===== src/include/mcu_consts.svh =====
// ****************************************
// MCU memory and interrupt constants
// ****************************************
`ifndef MCU_CONSTS_SVH
`define MCU_CONSTS_SVH

// RAM organisation
`define NUM_BANKS 4
`define BANK_WORDS 64

// Bus widths
`define ADDR_WIDTH 32
`define DATA_WIDTH 32
`define BE_WIDTH 4

// Core interrupt vector positions
`define IRQ_SOFTWARE_BIT 3
`define IRQ_TIMER_BIT 7
`define IRQ_EXTERNAL_BIT 11
`define IRQ_FAST_LSB 16

// Fast field and always-on GPIO lines
`define NUM_FAST_IRQ 15
`define NUM_GPIO_IRQ 8

`endif


===== src/verilog/mcu_bus_pkg.sv =====
// ****************************************
// Bus field types for the banked RAM
// ****************************************
`include "mcu_consts.svh"

package mcu_bus_pkg;

  // Byte address as seen by the master
  typedef logic [`ADDR_WIDTH-1:0] addr_t;

  typedef logic [`DATA_WIDTH-1:0] data_t;

  typedef logic [`BE_WIDTH-1:0] be_t;

  // Which bank a request lands in
  typedef logic [$clog2(`NUM_BANKS)-1:0] bank_idx_t;

  // Word index inside one bank
  typedef logic [$clog2(`BANK_WORDS)-1:0] word_off_t;

endpackage


===== src/verilog/bank_resp_mux.sv =====
// ****************************************
// Response mux for the RAM banks
// ****************************************
`timescale 1ns/1ps
`include "mcu_consts.svh"

module bank_resp_mux (
  input  logic                   clk_i,
  input  logic                   rst_n_i,
  input  logic                   req_i,
  input  mcu_bus_pkg::bank_idx_t sel_i,
  input  logic [`NUM_BANKS-1:0]  bank_rvalid_i,
  input  mcu_bus_pkg::data_t     bank_rdata_i [`NUM_BANKS],
  output logic                   rvalid_o,
  output mcu_bus_pkg::data_t     rdata_o
);

  import mcu_bus_pkg::*;

  // Bank that owns the response in the next cycle
  bank_idx_t sel_q;

  always_ff @(posedge clk_i) begin
    if (!rst_n_i) begin
      sel_q <= '0;
    end else if (req_i) begin
      sel_q <= sel_i;
    end
  end

  // Only the remembered bank is forwarded, so back-to-back
  // requests to different banks come back in order
  assign rvalid_o = bank_rvalid_i[sel_q];
  assign rdata_o  = bank_rdata_i[sel_q];

endmodule


===== config.mk =====
export PLATFORM = sky130hd
export DESIGN_NAME = bank_resp_mux
export DESIGN_NICKNAME = d
export VERILOG_FILES = /design/src/verilog/mcu_bus_pkg.sv /design/src/verilog/bank_resp_mux.sv
export VERILOG_INCLUDE_DIRS = /design/src /design/src/include
export SDC_FILE = /design/constraint.sdc
export NUM_CORES = 1
export LEC_CHECK = 0
export BUFFER_PORTS_ARGS = -buffer_cell sky130_fd_sc_hd__buf_2
export CAP_MARGIN = 20
export CORE_ASPECT_RATIO = 0.5
export CORE_MARGIN = 2
export CORE_UTILIZATION = 26
export DETAILED_ROUTE_END_ITERATION = 10
export PLACE_DENSITY = 0.77
export SYNTH_ARGS = -nofsm -noshare
export SYNTH_HDL_FRONTEND = slang
export SYNTH_SLANG_ARGS = --single-unit

===== constraint.sdc =====
create_clock -name clk_i -period 1.61 [get_ports clk_i]
set_input_delay 0.161 -clock clk_i [delete_from_list [all_inputs] [get_ports clk_i]]
set_output_delay 0.161 -clock clk_i [all_outputs]
set_load 0.02 [all_outputs]

==> qor.yml <==
outcome:
  status: "complete, but fails checks"
  violations: "setup timing"
sta:
  period_needed_ps: 1660
  skew_ps: 0
  setup_tns_ps: -798
  finalCritPeriodShare_pct: 103
  max_freq_mhz: 603
  worst_slew_pin_slew_ps: 375
  layout_setup_ws_ps: -47.7
  slew_headroom_pct: 75.0
  setup_viol: 30
  rsz0062_at_grt: "yes"
  hold_viol: 0
  drv_slew: 0
critical_path:
  start_kind: "register"
  arrival_ps: 1500
  cp_cell_sequence: "buf_12 -> mux4_2 -> buf_6"
  slowest_stage: "dfxtp_1"
  max_stage_delay_ps: 530
  cp_data_required_time_ps: 1450
  critPathCaptureType: "primary output"
  crit_path_max_fanout: 20
  worstSetupPathType: "reg2out"
cts:
  postCtsHoldBufs: 0
  cts_root_buffer: "clkbuf_8"
  htreeDepth: 1
  insertion_delay_ps: 210
  cts_tree: "built"
  clkSinkCount: 2
  numCtsBuffers: 3
  clkTransAtPathRegs_ps: 30
  cts_max_path_buffers: 2
die:
  fp.dieW_um: 88.2
  die-height_um: 46.1
  start_util_pct: 27.0
  core.rowCount: 15
  dieArea_um2: 4070
  ios: 170
  core_um2: 3420
logic_synthesis:
  syn_avg_cell_area_um2: 19.6
  synth_seq_cells: 2
  ys_seq_area_share_pct: 4.34
  ys_types: 8
  synth_cells: 47
  ys.warnings.count: 0
  synth_area_um2: 922
  syn-num-nets: 184
global_routing:
  grt_start_max_net_pins: 21
  grt_overflow: 0
  grt_pass1_wl_mm: 6.13
  antenna_found_initial: 0
  grt_pass1_vias: 1162
  grtUsageTotal_pct: 20.8
cells_and_area:
  final_cell_mix: "buf_2 (154), mux4_2 (32), buf_6 (15)"
  utilization_pct: 58.4
  final_common_cell: "buf_2"
  regMostFlops: "sel_q"
  antennaDiodeCount: 0
  largest_reg_flops: 2
  final_layout_size_suffix_gt1_share_pct: 97.2
  area.growth.synth_to_final_pct: 116
  reg_top3: "sel_q: 2 flops"
  fillCellCount: 303
  nets: 357
routing:
  via_per_inst: 4.76
  vias: 1280
  first_pass_iters: 4
  routed_wl_mm: 4.87
  avgRoutedWirePerCell_um: 18.1
  detail_route.iter0.violations: 83
  drtAntennaViolNets: 0
  drc: 0
flow_run:
  timing.max_cap.violations: 0
placed_design:
  portBuffers: 169
  gp_congestion: 0.896
  dp_hpwl_mm: 4.11
pwr:
  p_leak_nw: 0.992
  pwr_density_cell_nw_per_um2: 475
  irDropWorstVdd_v: 0.000237
hold_path:
  hold_class: "in2reg"
-- per-stage QoR --
| stage | instance area [um^2] | hold WS (ps) | instances | setup slack, ps | total power, mW |
|---|---|---|---|---|---|
| 6_report | 2000 | 174 | 269 | -47.7 | 0.947 |
| 5_1_grt | 2000 | 190 | 269 | -74.1 | 0.984 |
| 4_1_cts | 1880 | 174 | 268 | -58.2 | 0.878 |
| 3_5_place_dp | 1800 | 390 | 264 | 143 | 0.655 |
| 3_3_place_gp | 1800 | 390 | 264 | 150 | 0.640 |
| 2_1_floorplan | 922 | 289 | 47 | 287 | 0.394 |
-- cells in the mapped netlist (all sizes together) --
library cell,instances,area share [%]
nor2b,2,1.4
dfxtp,2,4.3
buf,8,9.9
mux2i,2,2.2
mux4,33,82
-- final cells by class --
cell class | instances | area [um^2] | area share [%]
clock buffers | 3 | 41.3 | 2.07
multi-input cells | 37 | 779 | 39.1
flip-flops and latches | 2 | 43.8 | 2.19
well taps | 51 | 63.8 | 3.20
repair buffers | 176 | 1070 | 53.5
-- final timing paths --
check / startpoint / to / slack [ps] / depth (start not counted)
setup / recovery: sel_q[1] / rdata_o[16] / -50 / 3
hold / removal: rst_n_i / sel_q[0] / 170 / 2
setup reg to reg: sel_q[1] / sel_q[1] / 760 / 2
hold reg to reg: sel_q[1] / sel_q[1] / 700 / 2
-- power by group --
part / switching (mW) / internal (mW) / leakage (nW)
logic: 0.288 / 0.388 / 0.953
clock network: 0.0483 / 0.159 / 0.0216
registers: 0.0106 / 0.0525 / 0.0172
-- routing by layer --
layer | part of all wire (%) | global-route usage, % | up-vias
met4 | 0.84 | 6.36 | 0
met2 | 56 | 33.2 | 44
met5 | 0 | 0 | -
met1 | 41 | 30.6 | 651
met3 | 2.9 | 1.61 | 6
li1 | - | - | 579
-- kinds of logic after synthesis --
family / share of synthesized area (%)
buffers and inverters: 9.91
flip-flops: 4.34
AND/OR/NAND/NOR: 1.36
multiplexers: 84.4
-- critical path: cells and delay by family, from the launching register on --
kind     cells  cell delay [ps]
buf+inv      2              380
flops        1              530
mux          1              360
-- what timing repair did --
item | in CTS | in global routing
endpoints found under the setup margin | 31 | 31
setup buffers | 0 | 0
pin swaps | 0 | 0
gates cloned | 1 | 1
resized for setup | 9 | 30
(Power assumes the default switching activity.)
