==> config.mk <==
export PLATFORM = sky130hd
export DESIGN_NAME = sram_bank
export DESIGN_NICKNAME = d
export VERILOG_FILES = /design/src/verilog/mcu_bus_pkg.sv /design/src/verilog/sram_bank.sv
export VERILOG_INCLUDE_DIRS = /design/src /design/src/include
export SDC_FILE = /design/constraint.sdc
export NUM_CORES = 2
export LEC_CHECK = 0
export ABC_AREA = 1
export BUFFER_PORTS_ARGS = -buffer_cell sky130_fd_sc_hd__clkbuf_2
export CAP_MARGIN = 10
export CORE_MARGIN = 5
export CORE_UTILIZATION = 35
export CTS_BUF_LIST = sky130_fd_sc_hd__clkbuf_4
export DETAILED_ROUTE_END_ITERATION = 7
export PLACE_DENSITY = 0.49
export REMOVE_ABC_BUFFERS = 1
export SYNTH_ARGS = -nofsm -noshare
export SYNTH_HDL_FRONTEND = slang
export SYNTH_SLANG_ARGS = --single-unit
==> constraint.sdc <==
create_clock -name clk_i -period 1.79 [get_ports clk_i]
set_input_delay 0.0895 -clock clk_i [delete_from_list [all_inputs] [get_ports clk_i]]
set_output_delay 0.0895 -clock clk_i [all_outputs]
set_load 0.01 [all_outputs]
==> src/include/mcu_consts.svh <==
// ****************************************
// MCU memory and interrupt constants
// ****************************************
`ifndef MCU_CONSTS_SVH
`define MCU_CONSTS_SVH

// RAM organisation
`define NUM_BANKS 4
`define BANK_WORDS 64

// Bus widths
`define ADDR_WIDTH 32
`define DATA_WIDTH 32
`define BE_WIDTH 4

// Core interrupt vector positions
`define IRQ_SOFTWARE_BIT 3
`define IRQ_TIMER_BIT 7
`define IRQ_EXTERNAL_BIT 11
`define IRQ_FAST_LSB 16

// Fast field and always-on GPIO lines
`define NUM_FAST_IRQ 15
`define NUM_GPIO_IRQ 8

`endif

==> src/verilog/mcu_bus_pkg.sv <==
// ****************************************
// Bus field types for the banked RAM
// ****************************************
`include "mcu_consts.svh"

package mcu_bus_pkg;

  // Byte address as seen by the master
  typedef logic [`ADDR_WIDTH-1:0] addr_t;

  typedef logic [`DATA_WIDTH-1:0] data_t;

  typedef logic [`BE_WIDTH-1:0] be_t;

  // Which bank a request lands in
  typedef logic [$clog2(`NUM_BANKS)-1:0] bank_idx_t;

  // Word index inside one bank
  typedef logic [$clog2(`BANK_WORDS)-1:0] word_off_t;

endpackage

==> src/verilog/sram_bank.sv <==
// ****************************************
// Single RAM bank with byte writes
// ****************************************
`timescale 1ns/1ps
`include "mcu_consts.svh"

module sram_bank (
  input  logic                   clk_i,
  input  logic                   rst_n_i,
  input  logic                   req_i,
  input  logic                   we_i,
  input  mcu_bus_pkg::word_off_t off_i,
  input  mcu_bus_pkg::be_t       be_i,
  input  mcu_bus_pkg::data_t     wdata_i,
  output logic                   rvalid_o,
  output mcu_bus_pkg::data_t     rdata_o
);

  import mcu_bus_pkg::*;

  localparam int unsigned BYTE_W = `DATA_WIDTH / `BE_WIDTH;

  data_t mem [`BANK_WORDS];

  // Response valid follows every request by one cycle
  always_ff @(posedge clk_i) begin
    if (!rst_n_i) begin
      rvalid_o <= 1'b0;
    end else begin
      rvalid_o <= req_i;
    end
  end

  always_ff @(posedge clk_i) begin
    if (req_i) begin
      if (we_i) begin
        for (int b = 0; b < `BE_WIDTH; b++) begin
          if (be_i[b]) begin
            mem[off_i][b*BYTE_W +: BYTE_W] <= wdata_i[b*BYTE_W +: BYTE_W];
          end
        end
        // Writes answer with zero data
        rdata_o <= '0;
      end else begin
        rdata_o <= mem[off_i];
      end
    end
  end

endmodule

==> reports/metrics.yaml <==
status: "finished, violations left"
failed_checks: "negative setup slack"
place_area_sq_mm: 0.09779
slowest_stage: "edfxtp_1"
min_from: "off_i[1]"
syn_area_sq_mm: 0.08802
drt.antenna.violating_nets: 0
mostFrequentLayoutCells: "nand2_1 (5,755), edfxtp_1 (2,080), clkbuf_4 (851)"
ff_latch_area_sq_mm: 0.06248
critPathRequiredTime_ns: 1.70
route.vias.total: 63770
drtIter0Drc: 5153
numCtsBuffers: 589
drt-vias-per-instance: 4.730
ir_worst_vdd_mv: 0.6736
worst_pin_slew_ns: 0.9214
cp_cell_sequence: "clkbuf_2"
n_fill_cell: 24630
timing.final.crit_share: 1.231
critical_path.startpoint: "rdata_o[23]$_SDFFCE_PP0P_"
layout-drive-gt1-share: 0.1686
routedWlPerCell_um: 20.45
clk_pin_slew_ns: 0.06
arrival_ns: 2.11
synthCells: 8725
die_y_um: 511.5
startpoint_type: "flip-flop"
cts_max_level: 6
cts.sinks: 2081
synth-seq-cells: 2081
setup_violations: 172
grt_setup_unrepaired: "true"
max_freq_mhz: 453.9
slew_headroom: 0.3837
total_power_uw: 104600
wl_mm: 275.7
multi_input_area_sq_mm: 0.02338
core-area_sq_mm: 0.2509
reg2reg_from: "mem[53][9]$_DFFE_PP_"
power.leakage_uw: 0.04511
cts_setup_buffers: 0
gr-total-overflow: 0
fin_skew_ns: 0.1112
critical_path.max_fanout: 1
ys_seq_area_frac: 0.7098
synth.area.top_cells: "edfxtp_1 (71%), nand2_1 (25%), buf_2 (1.4%)"
report.final.slew_viol_count: 0
grt_max_degree: 65
ys_types: 21
p_per_area_mw_per_mm2: 985.6
finalCriticalPeriod_ns: 2.203
gp_congestion: 0.8943
crit_family: "flip-flops"
cts_tree: "yes"
critPathKind: "reg -> out"
grt_pass1_vias: 62840
synth_top_area_share: 0.7096
yosysTopAreaCell: "edfxtp_1"
area_growth_pct: 20.55
path_buf_inv: 1
drt_first_pass_iters: 7
io_buffers: 78
drv_cap: 0
synth.avg_cell_area_sq_um: 10.09
grtUsageTotal: 0.2063
stdcell_area_sq_mm: 0.1061
num-nets-final: 9787
cts_root_buf: "clkbuf_4"
ios: 79
grt_pass1_wl_mm: 408.0
dp.final_hpwl_mm: 173.7
initial_core_util: 0.3508
critPathMaxStageDelay_ns: 0.53
mostFrequentLayoutCell: "nand2_1"
rows: 184
clock_latency_ns: 1.37
clockBufferDepth: 4
tns_ns: -17.41
ys_warn_count: 0
antenna_found_initial: 10
drc: 0
die_w_um: 511.5
dieArea_sq_mm: 0.2616
hp-class: "in -> reg"
cp-end-kind: "output pin"
setup_ws_ns: -0.4130
hold_violations: 0
-- path summary, 6_finish.rpt --
kind	to	depth (start not counted)	slack (ns)
max	rdata_o[23]	1	-0.41
min reg2reg	rdata_o[28]$_SDFFCE_PP0P_	10	0.93
min	rdata_o[29]$_SDFFCE_PP0P_	13	0.1
max reg2reg	rdata_o[9]$_SDFFCE_PP0P_	11	0.08
-- report_power, final --
group | internal [uW] | switching, uW
Combinational | 2180 | 4960
Clock | 23800 | 19800
Sequential | 53800 | 113
Total | 79700 | 24900
-- cell type report --
class | instances | area share
clock buffer | 851 | 0.06021
inverter | 22 | 0.001073
clock inverter | 122 | 0.008101
antenna | 11 | 0.0002594
sequential | 2081 | 0.5888
timing repair buffer | 882 | 0.08173
tap | 3348 | 0.03948
multi-input combinational | 6165 | 0.2203
-- routing by layer --
metal,wire length (um),share of wire,GRT usage
met1,125600,0.46,0.2907
met2,124200,0.45,0.3202
met3,18250,0.066,0.04214
met4,7711,0.028,0.06674
met5,0,0,0
-- cell usage after synthesis --
cell	count
a21oi_1	32
buf_1	25
buf_2	253
buf_4	13
buf_6	14
clkbuf_1	151
clkbuf_2	1
dfxtp_1	1
edfxtp_1	2080
inv_1	18
inv_2	3
inv_4	1
nand2_1	5758
nand3_1	7
nor2_1	331
nor2_2	9
nor3_1	8
o211ai_1	8
o21ai_0	4
o21ai_1	5
or2_2	3
-- state kept, by name (all words and copies together), names as in the netlist --
| name | cells |
|---|---|
| mem | 2048 |
| rdata_o | 32 |
| rvalid_o | 1 |
-- kinds of logic after synthesis --
kind of cell           Yosys count  share of synthesized area
DFF                           2081                     0.7098
buffers and inverters          479                    0.02581
AOI/OAI and AO/OA               49                   0.003013
and+or+nand+nor               6116                     0.2614
-- stage by stage --
stage	std cells	setup slack, ns	util	hold WS (ns)
finish	13480	-0.4130	0.4229	0.09970
detailed placement	12400	-0.8278	0.3897	0.2800
CTS	13470	-0.5773	0.4226	0.02465
floorplan	8268	-7.328	-	0.1830
global placement	12400	-0.8710	0.3897	0.2789
global route	13480	-0.5808	0.4228	0.01543
-- timing repair --
action	CTS	global route
hold buffers	97	2
endpoints found under the hold margin	4161	428
resized for setup	0	16
setup endpoints to repair	33	180
(Power assumes the default switching activity.)
