<file path="src/include/mcu_consts.svh">
// ****************************************
// MCU memory and interrupt constants
// ****************************************
`ifndef MCU_CONSTS_SVH
`define MCU_CONSTS_SVH

// RAM organisation
`define NUM_BANKS 4
`define BANK_WORDS 64

// Bus widths
`define ADDR_WIDTH 32
`define DATA_WIDTH 32
`define BE_WIDTH 4

// Core interrupt vector positions
`define IRQ_SOFTWARE_BIT 3
`define IRQ_TIMER_BIT 7
`define IRQ_EXTERNAL_BIT 11
`define IRQ_FAST_LSB 16

// Fast field and always-on GPIO lines
`define NUM_FAST_IRQ 15
`define NUM_GPIO_IRQ 8

`endif

</file>
<file path="src/verilog/mcu_irq_pkg.sv">
// ****************************************
// Interrupt vector and source types
// ****************************************
`include "mcu_consts.svh"

package mcu_irq_pkg;

  // Vector seen by the core
  typedef logic [31:0] irq_vec_t;

  typedef logic [`NUM_FAST_IRQ-1:0] fast_irq_t;

  // Index of one vector bit
  typedef logic [4:0] irq_id_t;

  typedef logic [`NUM_GPIO_IRQ-1:0] gpio_irq_t;

  // Timer 0 goes to the standard line, the rest to the fast field
  typedef logic [3:0] timer_irq_t;

endpackage

</file>
<file path="src/verilog/irq_vector_builder.sv">
// ****************************************
// Interrupt vector assembly and
// highest pending id
// ****************************************
`timescale 1ns/1ps
`include "mcu_consts.svh"

module irq_vector_builder (
  input  logic                    clk_i,
  input  logic                    rst_n_i,
  input  logic                    irq_software_i,
  input  logic                    irq_external_i,
  input  mcu_irq_pkg::timer_irq_t timer_irq_i,
  input  logic                    dma_done_irq_i,
  input  logic                    spi_irq_i,
  input  logic                    spi_flash_irq_i,
  input  mcu_irq_pkg::gpio_irq_t  gpio_irq_i,
  output mcu_irq_pkg::irq_vec_t   irq_o,
  output mcu_irq_pkg::irq_id_t    irq_id_o,
  output logic                    irq_valid_o
);

  import mcu_irq_pkg::*;

  fast_irq_t fast_irq;
  irq_vec_t  irq_d;

  // Fast field, top bit unused
  assign fast_irq = {
    1'b0,
    gpio_irq_i,
    spi_flash_irq_i,
    spi_irq_i,
    dma_done_irq_i,
    timer_irq_i[3],
    timer_irq_i[2],
    timer_irq_i[1]
  };

  always_comb begin
    irq_d                                    = '0;
    irq_d[`IRQ_SOFTWARE_BIT]                 = irq_software_i;
    irq_d[`IRQ_TIMER_BIT]                    = timer_irq_i[0];
    irq_d[`IRQ_EXTERNAL_BIT]                 = irq_external_i;
    irq_d[`IRQ_FAST_LSB +: `NUM_FAST_IRQ]    = fast_irq;
  end

  always_ff @(posedge clk_i) begin
    if (!rst_n_i) begin
      irq_o <= '0;
    end else begin
      irq_o <= irq_d;
    end
  end

  // Later hits overwrite earlier ones, the highest bit wins
  always_comb begin
    irq_id_o = '0;
    for (int i = 0; i < $bits(irq_vec_t); i++) begin
      if (irq_o[i]) begin
        irq_id_o = irq_id_t'(i);
      end
    end
  end

  assign irq_valid_o = |irq_o;

endmodule

</file>
<file path="config.mk">
export PLATFORM = sky130hd
export DESIGN_NAME = irq_vector_builder
export DESIGN_NICKNAME = d
export VERILOG_FILES = /design/src/verilog/mcu_irq_pkg.sv /design/src/verilog/irq_vector_builder.sv
export VERILOG_INCLUDE_DIRS = /design/src /design/src/include
export SDC_FILE = /design/constraint.sdc
export NUM_CORES = 1
export LEC_CHECK = 0
export BUFFER_PORTS_ARGS = -buffer_cell sky130_fd_sc_hd__buf_4
export CAP_MARGIN = 25
export CELL_PAD_IN_SITES_DETAIL_PLACEMENT = 0
export CELL_PAD_IN_SITES_GLOBAL_PLACEMENT = 1
export CORE_AREA = 2 2 55 57
export CTS_CLUSTER_DIAMETER = 150
export DETAILED_ROUTE_END_ITERATION = 8
export DIE_AREA = 0 0 57 59
export PLACE_DENSITY_LB_ADDON = 0.25
export REMOVE_ABC_BUFFERS = 1
export SETUP_SLACK_MARGIN = 0.3
export SLEW_MARGIN = 20
export SYNTH_ARGS = -nofsm -noshare
export SYNTH_HDL_FRONTEND = slang
export SYNTH_SLANG_ARGS = --single-unit
</file>
<file path="constraint.sdc">
create_clock -name clk_i -period 2.05 [get_ports clk_i]
set_input_delay 0.41 -clock clk_i [delete_from_list [all_inputs] [get_ports clk_i]]
set_output_delay 0.41 -clock clk_i [all_outputs]
set_load 0.03 [all_outputs]
</file>
==> summary.txt, run 1 <==
Status
  • Run status: complete, but fails checks
  • Failing checks: setup timing

Timing
  • Post-layout min period: 2078 ps
  • Finish-stage setup viols: 1
  • Final hold viol count: 0
  • Fin crit share: 1.013
  • RSZ-0062 raised after global routing: yes
  • Final WS setup: -27.64 ps
  • Slew Limit Fails: 0
  • Top achievable clock speed: 481.3 MHz

Detailed routing
  • Vias per inst: 4.224
  • DRC Markers: 0
  • DRT iter0 DRCs: 7
  • Total wire length: 1.678 mm
  • Routed Antenna Nets: 0
  • Total number of vias: 680
  • Avg WL per Cell: 10.42 um
  • Drt pass-1 iters: 4

Logic synthesis
  • Yosys cell types: 24
  • Cell count after synthesis: 85
  • Async S/R FF share, synth: 0
  • Post-synth EDFFs: 0
  • Yosys warning total: 0
  • Flops & latches, synth: 17
  • Syn Area/Cell: 8.906 um^2
  • Top-area cell type share of the netlist area: 0.4496
  • Top FF cell, synth: dfxtp_1
  • Post-Syn Area: 757.0 um^2
  • Cells taking the most area after synthesis: dfxtp_1 45%, buf_4 15%, and2_1 14%, nor2_1 3.0%, inv_1 2.5%
  • Register area share after synthesis: 0.4496
  • Synth area leader: dfxtp_1

Floorplan
  • Horiz. Die Dim: 57 um
  • FP Rows: 19
  • Initial core utilization: 0.2793
  • Die ar.: 0.003363 mm^2
  • Die H: 59 um
  • Core ar.: 0.002710 mm^2
  • Num ports: 57

Final layout
  • Share of cells above drive strength 1: 0.4308
  • Reg area: 352.8 um^2
  • Largest reg by FF count: irq_o
  • # nets final: 150
  • Regs by FF count: irq_o: 17 flops
  • Final Cell Area: 0.001114 mm^2
  • Max reg flops: 17
  • Final Instance Count excl. Fillers: 161
  • Fill cells: 282
  • Most common cell after layout, fill and taps aside: buf_4
  • Area of the multi-input gates: 345.3 um^2
  • Area Overhead vs Synth: 47.11%
  • Post-layout util: 0.4109
  • # diodes: 0
  • Most frequent cells in the layout: 41 x buf_4, 17 x and2_1, 15 x conb_1

CTS
  • H-tree Lvls: 1
  • CTS clk-pin slew, worst paths: 100 ps
  • CTS Root Cell: clkbuf_4
  • Sink Count: 17
  • Number of CTS-inserted buffers: 3
  • CTS Hold Buffers Added: 0
  • Clock Path Buffers: 2
  • CTS tree: yes

Critical path
  • CP Class: reg -> out
  • CP Max Fanout: 5
  • Crit start category: register
  • CP endpoint kind: output pin
  • CP required: 1640 ps
  • Worst EP arrival: 1670 ps

GRT
  • GRT Util Overall: 0.1073
  • Congestion Overflow GR: 0
  • Largest net degree at the start of global routing: 18
  • Initial antenna violation count: 0
  • First-pass GRT wire length: 2.732 mm
  • Vias in the first global route: 640

Placement
  • Worst slack, placed: 268.5 ps
  • Placer Congestion: 0.6908
  • Port bufs: 41
  • Cell Area, Placed: 0.001040 mm^2
  • Dpl hpwl: 1.350 mm
  • Cell count after placement: 155

Run
  • Max-cap viol count: 0

Worst hold path
  • Worst hold path class: in -> reg

Power and ir drop
  • Peak supply drop: 0.0003281 V
  • Leak Pwr: 0.0005397 uW
  • P per Cell Area: 677.3 mW/mm^2
  • Power, Total: 754.2 uW
## cell type report
| cell class | instances | share of cell area |
|---|---|---|
| multi-input cells | 61 | 0.3101 |
| well taps | 31 | 0.03483 |
| repair buffers | 43 | 0.2966 |
| inverters | 5 | 0.01685 |
| clock inverters | 1 | 0.004494 |
| clock buffers | 3 | 0.02022 |
| flip-flops and latches | 17 | 0.3169 |
## synth_stat cells, drive strengths merged (2+ instances only)
library cell,n
nor4,2
and2,17
nor3,3
a21oi,2
or4,2
inv,5
dfxtp,17
nand2,2
buf,15
nor2,6
o21ai,2
## final timing paths
path / end / cells past startpoint / start / slack (ps)
setup / recovery: irq_id_o[1] / 5 / irq_o[17] / -30
hold / removal: irq_o[21] / 2 / spi_flash_irq_i / 320
## stage by stage
step,hold WS [ps],TNS [ps]
after global placement,613.3,0
after CTS,312.4,-49.41
after detailed placement,619.2,0
after floorplan,531.7,0
after global routing,312.5,-499.0
final,324.4,-27.64
## worst max-delay path: stages (launching register included)
cell	delay, ps
dfxtp_2	350
or4_1	500
nor2_1	100
o41ai_1	80
a21boi_1	170
buf_4	190
## what timing repair did
action                     4_1_cts  5_1_grt
gates resized for setup          7        6
pin swaps                        2        2
buffers inserted                 1        1
setup endpoints to repair        6        6
## power breakdown
group	switching (uW)	internal [uW]
registers	18.1	348
logic	132	87.1
clock network	96.7	72.3
total	247	508
## cells by family (layout without fill, tap and decap cells)
| kind of cell | after synthesis | after routing | synth area share |
|---|---|---|---|
| buf+inv | 21 | 52 | 0.1785 |
| flops | 17 | 17 | 0.4496 |
| simple gates | 36 | 36 | 0.2777 |
| compound gates | 10 | 10 | 0.08928 |
| other cells | 1 | 15 | 0.004954 |
## metal layers
metal  global-route usage  vias up  wire length (um)
met5                    0        -                 0
met4              0.05980        0                12
met2               0.1642       38               792
met1               0.1323      299               671
li1                     -      341                 -
met3              0.03712        2               201
Note: power is estimated with default switching activity, not from simulation.
==> run 2, diff against run 1 <==
--- a/config.mk
+++ b/config.mk
@@ -11,6 +11,7 @@
 export CELL_PAD_IN_SITES_DETAIL_PLACEMENT = 0
 export CELL_PAD_IN_SITES_GLOBAL_PLACEMENT = 1
 export CORE_AREA = 2 2 55 57
+export CTS_BUF_LIST = sky130_fd_sc_hd__clkbuf_8
 export CTS_CLUSTER_DIAMETER = 150
 export DETAILED_ROUTE_END_ITERATION = 8
 export DIE_AREA = 0 0 57 59
==> constraint.sdc (replaced) <==
create_clock -name clk_i -period 2.05 [get_ports clk_i]
set_input_delay 0.1025 -clock clk_i [delete_from_list [all_inputs] [get_ports clk_i]]
set_output_delay 0.1025 -clock clk_i [all_outputs]
set_load 0.03 [all_outputs]
==> run 2 against run 1 <==
Net effect: count of clock-buffer cells in the layout is the same; final area is the same; critical endpoint unchanged; die area is the same; sequential share of layout area shrank 0.90 points; the run now ends clean; critical path depth is the same; clock power grew 42%; cell count shrank 1.2%; wire length shrank 0.72%; global-route usage shrank 0.36 points; worst setup slack gained 330 ps; highest routed layer unchanged; flip-flop and latch count is the same; worst hold slack lost 270 ps.
==> summary.txt, run 2 (synthesis gave the netlist of run 1 again) <==
Final layout
  • Most common cell after layout, fill and taps aside: buf_4
  • # nets final: 148
  • Max reg flops: 17
  • Reg area: 342.8 um^2
  • Fill cells: 280
  • Area of the multi-input gates: 359.1 um^2
  • Area Overhead vs Synth: 47.11%
  • Post-layout util: 0.4109
  • Largest reg by FF count: irq_o
  • # diodes: 0
  • Final Instance Count excl. Fillers: 159
  • Share of cells above drive strength 1: 0.4141
  • Most frequent cells in the layout: 41 x buf_4, 17 x and2_1, 15 x conb_1, 15 x dfxtp_1
  • Regs by FF count: irq_o: 17 flops

CTS
  • CTS Hold Buffers Added: 0
  • CTS clk-pin slew, worst paths: 70 ps
  • CTS Root Cell: clkbuf_8
  • H-tree Lvls: 1
  • Sink Count: 17
  • CTS tree: yes
  • Number of CTS-inserted buffers: 3
  • Clock Path Buffers: 2
  • Postcts setup bufs: 0

Floorplan
  • Initial core utilization: 0.2793
  • Die H: 59 um
  • Core ar.: 0.002710 mm^2
  • Horiz. Die Dim: 57 um
  • Num ports: 57
  • Die ar.: 0.003363 mm^2
  • FP Rows: 19

Detailed routing
  • Vias per inst: 4.170
  • DRC Markers: 0
  • Drt pass-1 iters: 2
  • Total wire length: 1.666 mm
  • Avg WL per Cell: 10.48 um
  • Routed Antenna Nets: 0
  • DRT iter0 DRCs: 12
  • Total number of vias: 663

Placement
  • Placer Congestion: 0.6908
  • Cell count after placement: 155
  • Dpl hpwl: 1.350 mm
  • Port bufs: 41
  • Worst slack, placed: 576.0 ps

GRT
  • Largest net degree at the start of global routing: 18
  • Met3 global-route usage: 0.04367
  • Initial antenna violation count: 0
  • Routing usage on met2: 0.1527
  • Routing usage on met1: 0.1270
  • Congestion Overflow GR: 0
  • Grt peak-use layer: met2
  • GRT Util Overall: 0.1036
  • First-pass GRT wire length: 2.615 mm
  • Vias in the first global route: 619

Worst hold path
  • Min-delay src: gpio_irq_i[1]
  • Worst Hold End: irq_o[23]
  • Worst hold path class: in -> reg
  • Hold depth: 2

Critical path
  • CP Class: reg -> out
  • Crit path buf inv count: 1
  • CP endpoint kind: output pin
  • Crit-path cells: or4_4 > nor2_4 > o41ai_2 > a21boi_1 > buf_4
  • Worst EP arrival: 1650 ps
  • CP Max Fanout: 5
  • CP required: 1950 ps
  • Crit start category: register
  • CP delay by family, top: simple AND/OR/NAND/NOR gates
  • CP max-delay cell: or4_4
  • CP peak stage delay: 540 ps

Timing
  • Slew Limit Fails: 0
  • Finish-stage setup viols: 0
  • Post-layout min period: 1751 ps
  • RSZ-0062 raised after global routing: yes
  • Final WS setup: 299.5 ps
  • Top achievable clock speed: 571.3 MHz
  • Final hold viol count: 0
  • Final setup TNS: 0 ps
  • Fin crit share: 0.8539

Power and ir drop
  • P per Cell Area: 741.0 mW/mm^2
  • Peak supply drop: 0.0003312 V
  • Leak Pwr: 0.0005358 uW

Run
  • Max-cap viol count: 0

Status
  • Run status: finished, final reports clean
-- run 2: timing repair --
| item | in CTS | in global routing |
|---|---|---|
| cloned | 0 | 0 |
| endpoints found under the setup margin | 1 | 5 |
| gates resized for setup | 0 | 8 |
| pin swaps | 1 | 1 |
-- run 2: how the worst max path moves through the flow --
stage / from / to / slack (ps) / depth (start not counted)
final: irq_o[17] / irq_id_o[1] / 300 / 5
after global routing: irq_o[17] / irq_id_o[1] / 230 / 5
after CTS: irq_o[17] / irq_id_o[1] / 310 / 5
after detailed placement: irq_o[17] / irq_id_o[1] / 580 / 5
after global placement: irq_o[17] / irq_id_o[1] / 590 / 5
after floorplan: irq_o[17] / irq_id_o[1] / 330 / 4
-- run 2: area by class of cell --
type                       instances  share of cell area
sequential                        17              0.3079
inverter                           5             0.01685
timing repair buffer              41              0.2764
multi-input combinational         61              0.3225
tap                               31             0.03483
clock buffer                       3             0.03708
clock inverter                     1            0.004494
-- run 2: metrics by stage --
stage / area [um^2] / power, uW / hold slack [ps]
3_5_place_dp: 1040 / 584.9 / 311.7
2_1_floorplan: 693.2 / 503.2 / 224.2
5_1_grt: 1114 / 870.8 / 52.30
6_report: 1114 / 825.2 / 55.43
4_1_cts: 1086 / 826.2 / 51.39
3_3_place_gp: 1040 / 583.8 / 305.8
-- run 2: where the power goes --
group          leakage, uW  internal [uW]  total [uW]  switching, uW
clock network    0.0000255            134         240            106
registers         0.000142            349         369           19.7
logic             0.000368           84.4         216            132
total             0.000536            568         825            257
-- run 2: routing by layer --
layer | routed length (um) | up-vias
met5 | 0 | -
met2 | 792 | 36
met4 | 13 | 0
met1 | 662 | 290
li1 | - | 335
met3 | 197 | 2
